$ cat config.mk
export PLATFORM = sky130hd
export DESIGN_NAME = mem_bus_ctrl_flat
export DESIGN_NICKNAME = d
export VERILOG_FILES = /design/src/verilog/mem_card_pkg.sv /design/src/verilog/mem_bank_if.sv /design/src/verilog/mem_bus_ctrl.sv /design/src/flat_wrapper.sv
export VERILOG_INCLUDE_DIRS = /design/src /design/src/verilog
export SDC_FILE = /design/constraint.sdc
export NUM_CORES = 1
export LEC_CHECK = 0
export BUFFER_PORTS_ARGS = -buffer_cell sky130_fd_sc_hd__buf_2
export CORE_MARGIN = 2
export CORE_UTILIZATION = 40
export DETAILED_ROUTE_END_ITERATION = 10
export PLACE_DENSITY = 0.91
export SLEW_MARGIN = 20
export SYNTH_ARGS = -nofsm -noshare
export SYNTH_HDL_FRONTEND = slang
export SYNTH_SLANG_ARGS = --single-unit
$ cat constraint.sdc
create_clock -name clk1 -period 2.5 [get_ports clk1]
set_input_delay 0.375 -clock clk1 [delete_from_list [all_inputs] [get_ports clk1]]
set_output_delay 0.375 -clock clk1 [all_outputs]
set_load 0.01 [all_outputs]
$ cat src/verilog/mem_card_consts.svh
`ifndef MEM_CARD_CONSTS_SVH
`define MEM_CARD_CONSTS_SVH

////////////////////////////////
// Backplane bus widths
////////////////////////////////

`define MEM_ADDR_W 24           // Word address, ab[23:0]
`define MEM_DATA_W 16           // Two byte lanes
`define MEM_SEL_W  2            // One select per lane

////////////////////////////////
// Bank geometry and regions
////////////////////////////////

`define MEM_BANK_AW 10          // 1024 words per bank

// Block field sits in the top address bits, ab[23:19]
`define MEM_BLK_W   5
`define MEM_RAM_BLK 0           // RAM at the bottom of memory
`define MEM_ROM_BLK 16          // ROM where ab[23] is set

`endif
$ cat src/verilog/mem_card_pkg.sv
package mem_card_pkg;

   ////////////////////////////////
   // Controller and decode types
   ////////////////////////////////

   // Bus controller FSM, one pass per request
   typedef enum logic [1:0] {
      idle,                     // Waiting for cyc and stb
      access,                   // Bank strobed this cycle
      respond                   // ack or err on the bus
   } bus_state_t;

   // Result of the block decode on ab[23:19]
   typedef enum logic [1:0] {
      region_ram,               // Block 0
      region_rom,               // Block 16, write protectable
      region_none               // Anything else, answered with err
   } region_t;

endpackage

$ cat src/verilog/mem_bank_if.sv
`include "mem_card_consts.svh"

`timescale 1ns/1ns

// Controller to one byte-lane pair
interface mem_bank_if #(
   parameter int AW = `MEM_BANK_AW   // Word address bits seen by the bank
);

   logic                   cs;       // One-cycle strobe per access
   logic                   we;       // Write when set, already wp gated
   logic [AW-1:0]          addr;     // Word address inside the bank
   logic [`MEM_DATA_W-1:0] wdata;    // Write data, both lanes
   logic [`MEM_SEL_W-1:0]  be;       // Byte enables, bit 0 is the low lane
   logic [`MEM_DATA_W-1:0] rdata;    // Registered read word

   // Bus side
   modport ctrl (
      output cs, we, addr, wdata, be,
      input  rdata
   );

   // Memory side
   modport bank (
      input  cs, we, addr, wdata, be,
      output rdata
   );

endinterface

$ cat src/verilog/mem_bus_ctrl.sv
`include "mem_card_consts.svh"

`timescale 1ns/1ns

module mem_bus_ctrl #(
   parameter int BANK_AW = `MEM_BANK_AW   // Up to 19, one block's worth
) (
   input  logic                   clk1,
   input  logic                   rst_n,
   // Wishbone classic slave
   input  logic                   cyc,
   input  logic                   stb,
   input  logic                   we,
   input  logic [`MEM_ADDR_W-1:0] adr,
   input  logic [`MEM_DATA_W-1:0] dat_w,
   input  logic [`MEM_SEL_W-1:0]  sel,
   input  logic                   wp,     // ROM write protect, high = protected
   output logic [`MEM_DATA_W-1:0] dat_r,
   output logic                   ack,
   output logic                   err,
   // Banks
   mem_bank_if.ctrl               ram_bus,
   mem_bank_if.ctrl               rom_bus
);

   import mem_card_pkg::*;

   localparam logic [`MEM_BLK_W-1:0] ram_blk = `MEM_RAM_BLK;
   localparam logic [`MEM_BLK_W-1:0] rom_blk = `MEM_ROM_BLK;

   bus_state_t             state_q;      // FSM state
   region_t                region_d;     // Decode of the live address
   region_t                region_q;     // Region latched at acceptance
   logic [`MEM_BLK_W-1:0]  blk;          // ab[23:19]
   logic                   accept;       // Request taken this edge
   logic [BANK_AW-1:0]     addr_q;       // Payload, held for the access cycle
   logic [`MEM_DATA_W-1:0] wdata_q;
   logic [`MEM_SEL_W-1:0]  sel_q;
   logic                   we_q;

   ////////////////////////////////
   // Block decode
   ////////////////////////////////

   assign blk    = adr[`MEM_ADDR_W-1 -: `MEM_BLK_W];
   assign accept = (state_q == idle) && cyc && stb;

   always_comb begin
      case (blk)
         ram_blk: region_d = region_ram;
         rom_blk: region_d = region_rom;
         default: region_d = region_none;   // Unmapped, no chip select
      endcase
   end

   ////////////////////////////////
   // Request capture
   ////////////////////////////////

   // Only the low bits reach the bank, so higher ones mirror
   always_ff @(posedge clk1) begin
      if (accept) begin
         addr_q  <= adr[BANK_AW-1:0];
         wdata_q <= dat_w;
         sel_q   <= sel;
         we_q    <= we;
      end
   end

   ////////////////////////////////
   // Bus FSM
   ////////////////////////////////

   always_ff @(posedge clk1) begin
      if (!rst_n) begin
         state_q  <= idle;
         region_q <= region_none;
         ack      <= 1'b0;
         err      <= 1'b0;
      end else begin
         ack <= 1'b0;                                // Responses last one cycle
         err <= 1'b0;
         case (state_q)
            idle: begin
               if (accept) begin
                  state_q  <= access;
                  region_q <= region_d;
               end
            end
            access: state_q <= respond;              // Bank samples at this edge
            respond: begin
               state_q <= idle;                      // Master drops stb on the ack
               ack     <= (region_q != region_none);
               err     <= (region_q == region_none);  // Unmapped block
            end
            default: state_q <= idle;
         endcase
      end
   end

   ////////////////////////////////
   // Bank drive
   ////////////////////////////////

   // Strobe only during access, towards the latched region
   assign ram_bus.cs    = (state_q == access) && (region_q == region_ram);
   assign ram_bus.we    = we_q;
   assign ram_bus.addr  = addr_q;
   assign ram_bus.wdata = wdata_q;
   assign ram_bus.be    = sel_q;

   // Protected ROM writes still get ack, the bank just never sees we
   assign rom_bus.cs    = (state_q == access) && (region_q == region_rom);
   assign rom_bus.we    = we_q && !wp;
   assign rom_bus.addr  = addr_q;
   assign rom_bus.wdata = wdata_q;
   assign rom_bus.be    = sel_q;

   ////////////////////////////////
   // Read steering
   ////////////////////////////////

   // Loaded on the same edge as ack, so it lines up with the response
   always_ff @(posedge clk1) begin
      if (!rst_n) begin
         dat_r <= '0;
      end else begin
         dat_r <= '0;                                // Zero on writes and err
         if ((state_q == respond) && !we_q) begin
            case (region_q)
               region_ram: dat_r <= ram_bus.rdata;
               region_rom: dat_r <= rom_bus.rdata;
               default:    dat_r <= '0;
            endcase
         end
      end
   end

endmodule

$ cat src/flat_wrapper.sv
// flat-port wrapper written by rule: the top's interface ports become plain ports
module mem_bus_ctrl_flat import mem_card_pkg::*;
#(
   parameter int BANK_AW = `MEM_BANK_AW                                 
)
  (clk1, rst_n, cyc, stb, we, adr, dat_w, sel, wp, dat_r, ack, err, ram_bus_cs, ram_bus_we, ram_bus_addr, ram_bus_wdata, ram_bus_be, ram_bus_rdata, rom_bus_cs, rom_bus_we, rom_bus_addr, rom_bus_wdata, rom_bus_be, rom_bus_rdata);
  mem_bank_if ram_bus_i ();
  mem_bank_if rom_bus_i ();
  input  logic clk1;
  input  logic rst_n;
  input  logic cyc;
  input  logic stb;
  input  logic we;
  input  logic [`MEM_ADDR_W-1:0] adr;
  input  logic [`MEM_DATA_W-1:0] dat_w;
  input  logic [`MEM_SEL_W-1:0] sel;
  input  logic wp;
  output logic [`MEM_DATA_W-1:0] dat_r;
  output logic ack;
  output logic err;
  output wire logic [$bits(ram_bus_i.cs)-1:0] ram_bus_cs;
  output wire logic [$bits(ram_bus_i.we)-1:0] ram_bus_we;
  output wire logic [$bits(ram_bus_i.addr)-1:0] ram_bus_addr;
  output wire logic [$bits(ram_bus_i.wdata)-1:0] ram_bus_wdata;
  output wire logic [$bits(ram_bus_i.be)-1:0] ram_bus_be;
  input wire logic [$bits(ram_bus_i.rdata)-1:0] ram_bus_rdata;
  output wire logic [$bits(rom_bus_i.cs)-1:0] rom_bus_cs;
  output wire logic [$bits(rom_bus_i.we)-1:0] rom_bus_we;
  output wire logic [$bits(rom_bus_i.addr)-1:0] rom_bus_addr;
  output wire logic [$bits(rom_bus_i.wdata)-1:0] rom_bus_wdata;
  output wire logic [$bits(rom_bus_i.be)-1:0] rom_bus_be;
  input wire logic [$bits(rom_bus_i.rdata)-1:0] rom_bus_rdata;
  assign ram_bus_cs = ram_bus_i.cs;
  assign ram_bus_we = ram_bus_i.we;
  assign ram_bus_addr = ram_bus_i.addr;
  assign ram_bus_wdata = ram_bus_i.wdata;
  assign ram_bus_be = ram_bus_i.be;
  assign ram_bus_i.rdata = ram_bus_rdata;
  assign rom_bus_cs = rom_bus_i.cs;
  assign rom_bus_we = rom_bus_i.we;
  assign rom_bus_addr = rom_bus_i.addr;
  assign rom_bus_wdata = rom_bus_i.wdata;
  assign rom_bus_be = rom_bus_i.be;
  assign rom_bus_i.rdata = rom_bus_rdata;
  mem_bus_ctrl #(.BANK_AW(BANK_AW)) u_core (.clk1(clk1), .rst_n(rst_n), .cyc(cyc), .stb(stb), .we(we), .adr(adr), .dat_w(dat_w), .sel(sel), .wp(wp), .dat_r(dat_r), .ack(ack), .err(err), .ram_bus(ram_bus_i), .rom_bus(rom_bus_i));
endmodule
==> metrics <==
Placer Congestion 0.702; die area between 5000 and 6000 sq um; PD cells approximately 590 nW/um^2; # IOs 158; post-CTS setup buffer count 0; Total GRT Usage between 10 and 15%; cell area after placement approximately 2500 sq um; CTS Buf Count 5; share of post-route cells with drive strength above 1 roughly three fifths; vias in the first global route about 1,200; fin. max-slew vios 0; Peak Freq 543 MHz; vias after detailed routing approximately 1,400; first-pass GRT wire length 5290 um; worst hold slack around 250 ps; VDD IR max 236 uV; wire per inst 12.0 um; register area share after synthesis around 70%; Tmin final roughly 1800 ps; Vias per Instance about 4.4; Diodes inserted 0; Arr. time, crit path roughly 1500 ps; final WL roughly 3800 um; HP Class input pin to flip-flop; DRC viols 0; synthesized area 1900 sq um; R2R setup slack between 1000 and 1500 ps; DP Wirelength about 3000 um; synth warn 0; Resize count post-CTS 0; number of max-cap violations 0; Crit. End Element output pin; Rows 25; CTS root buffer clkbuf_8; Crit. Startpoint u_core.region_q[0]; initial DRC count 12; Cells after Synth ~130; Reg2Reg Depth 2; Layout area overhead 35.6%; Final Net Count 340; unrepaired setup endpoints after global routing false; Overflow after GRT 0; Bufs on Longest Clock Path 2; Die Span Y 72.9 um; CTS tree done; Starting Density 40.7%; Worst Tran Pin Value 538 ps; largest area contributor in the netlist edfxtp_1; Total Neg Setup Slack 0 ps; drt first pass iters 3; Final Cycle Share 73.7%; Final Core Density 55.2%; Core Area approximately 4700 sq um; skew final approximately 8.2 ps; Die W around 73 um; CP endpoint rom_bus_cs; initial antenna violation count 0; FF+latch count, synth between 50 and 60; Critical Path RT 2120 ps; Synth cell types 24; hold buffer count at CTS 0; fin area 2570 sq um; synthesized area per cell approximately 14 sq um; clk_lat worst skew 290 ps; IO Port Bufs 148; critical path class flip-flop to output pin; dominant cells by area after synthesis edfxtp_1, dfxtp_1, buf_4, mux2i_1, nor2_1; Worst-path clk slew ~90 ps; critical path fanouts, max 20; Yosys top cell area share 45.9%; Num Clock Sinks about 50; H-tree Lvls 2; endpoint of the worst-slack reg-to-reg timing path u_core.ram_bus.addr[0]; leak pwr ~1.2 nW; Final setup viols 0; worst r2r src u_core.state_q[0]; outcome finished clean; crit start category flip-flop; Net Count, Synth roughly 210; final count of hold timing violations 0; Antenna Nets Post-Route 0; max_slew headroom between 60% and 70%; largest net degree at the start of global routing 21
through the flow:
stage | setup slack (ps) | std cells | power [mW]
floorplan | 815 | 134 | 1.01
global placement | 992 | 307 | 1.08
detailed placement | 977 | 307 | 1.08
CTS | 627 | 315 | 1.54
global route | 555 | 315 | 1.58
finish | 659 | 315 | 1.51
cell usage in the layout, fill, tap and decap left out, types with 2 or more instances in the layout:
cell type,Yosys,layout
buf_2,1,148
edfxtp_1,29,29
dfxtp_1,22,22
mux2i_1,16,16
nor2_1,16,16
clkbuf_8,0,5
buf_4,28,3
nor4b_1,2,2
inv_1,2,2
o21ai_0,2,2
cell type report:
type | count | area [sq um]
sequential | 51 | 1310
multi-input combinational | 49 | 337
clock inverter | 2 | 12.5
fill | 418 | 2090
clock buffer | 6 | 72.6
tap | 54 | 67.6
timing repair buffer | 151 | 763
inverter | 2 | 7.51
how the worst min path moves through the flow:
stage	startpoint	to	cells after the start
after detailed placement	u_core.region_q[1]	u_core.err	2
after CTS	dat_w[1]	u_core.ram_bus.wdata[1]	1
after floorplan	rst_n	u_core.region_q[1]	1
final	dat_w[11]	u_core.ram_bus.wdata[11]	1
after global routing	dat_w[1]	u_core.ram_bus.wdata[1]	1
after global placement	u_core.region_q[1]	u_core.err	2
cell families (layout without fill, tap and decap cells):
group | count (synthesis) | after routing | share of synthesized area (%)
compound gates | 3 | 3 | 0.791
buf+inv | 34 | 161 | 13.1
flops | 51 | 51 | 69.1
mux | 16 | 16 | 8.44
simple gates | 30 | 30 | 8.51
metal layers:
layer	part of all wire, %	track usage (%)	up-vias	wire [um]
met2	56	26.7	93	2100
met5	0	0	-	0
li1	-	-	681	-
met4	0.29	3.70	0	11
met1	35	12.8	625	1340
met3	8.7	4.70	2	329
cell usage after synthesis (all sizes together):
master	instances
nor4	1
a21oi	1
nor2	17
nand2	1
nor3	1
nand3b	1
buf	31
o21ai	2
inv	2
and4bb	1
dfxtp	22
edfxtp	29
mux2i	16
nor4b	2
nand4	1
clkbuf	1
or3	1
nor2b	1
and2	2
and3b	1
flip-flops by register name, indices dropped and copies added, names as in the netlist:
name                  flops
u_core.ram_bus.wdata     16
u_core.dat_r             16
u_core.ram_bus.be         2
u_core.err                1
u_core.state_q            2
u_core.region_q           2
u_core.ram_bus.addr      10
u_core.ram_bus.we         1
u_core.ack                1
report_power, final:
| group | internal [mW] | switching, mW |
|---|---|---|
| combinational | 0.0738 | 0.0649 |
| clock | 0.196 | 0.253 |
| sequential | 0.912 | 0.00940 |
| total | 1.18 | 0.328 |
critical path, cell delays in order, from the launching register on:
cell,delay (ps)
dfxtp_1,320
buf_4,290
inv_1,100
nor4b_1,280
buf_2,180
Note: power is estimated with default switching activity, not from simulation.
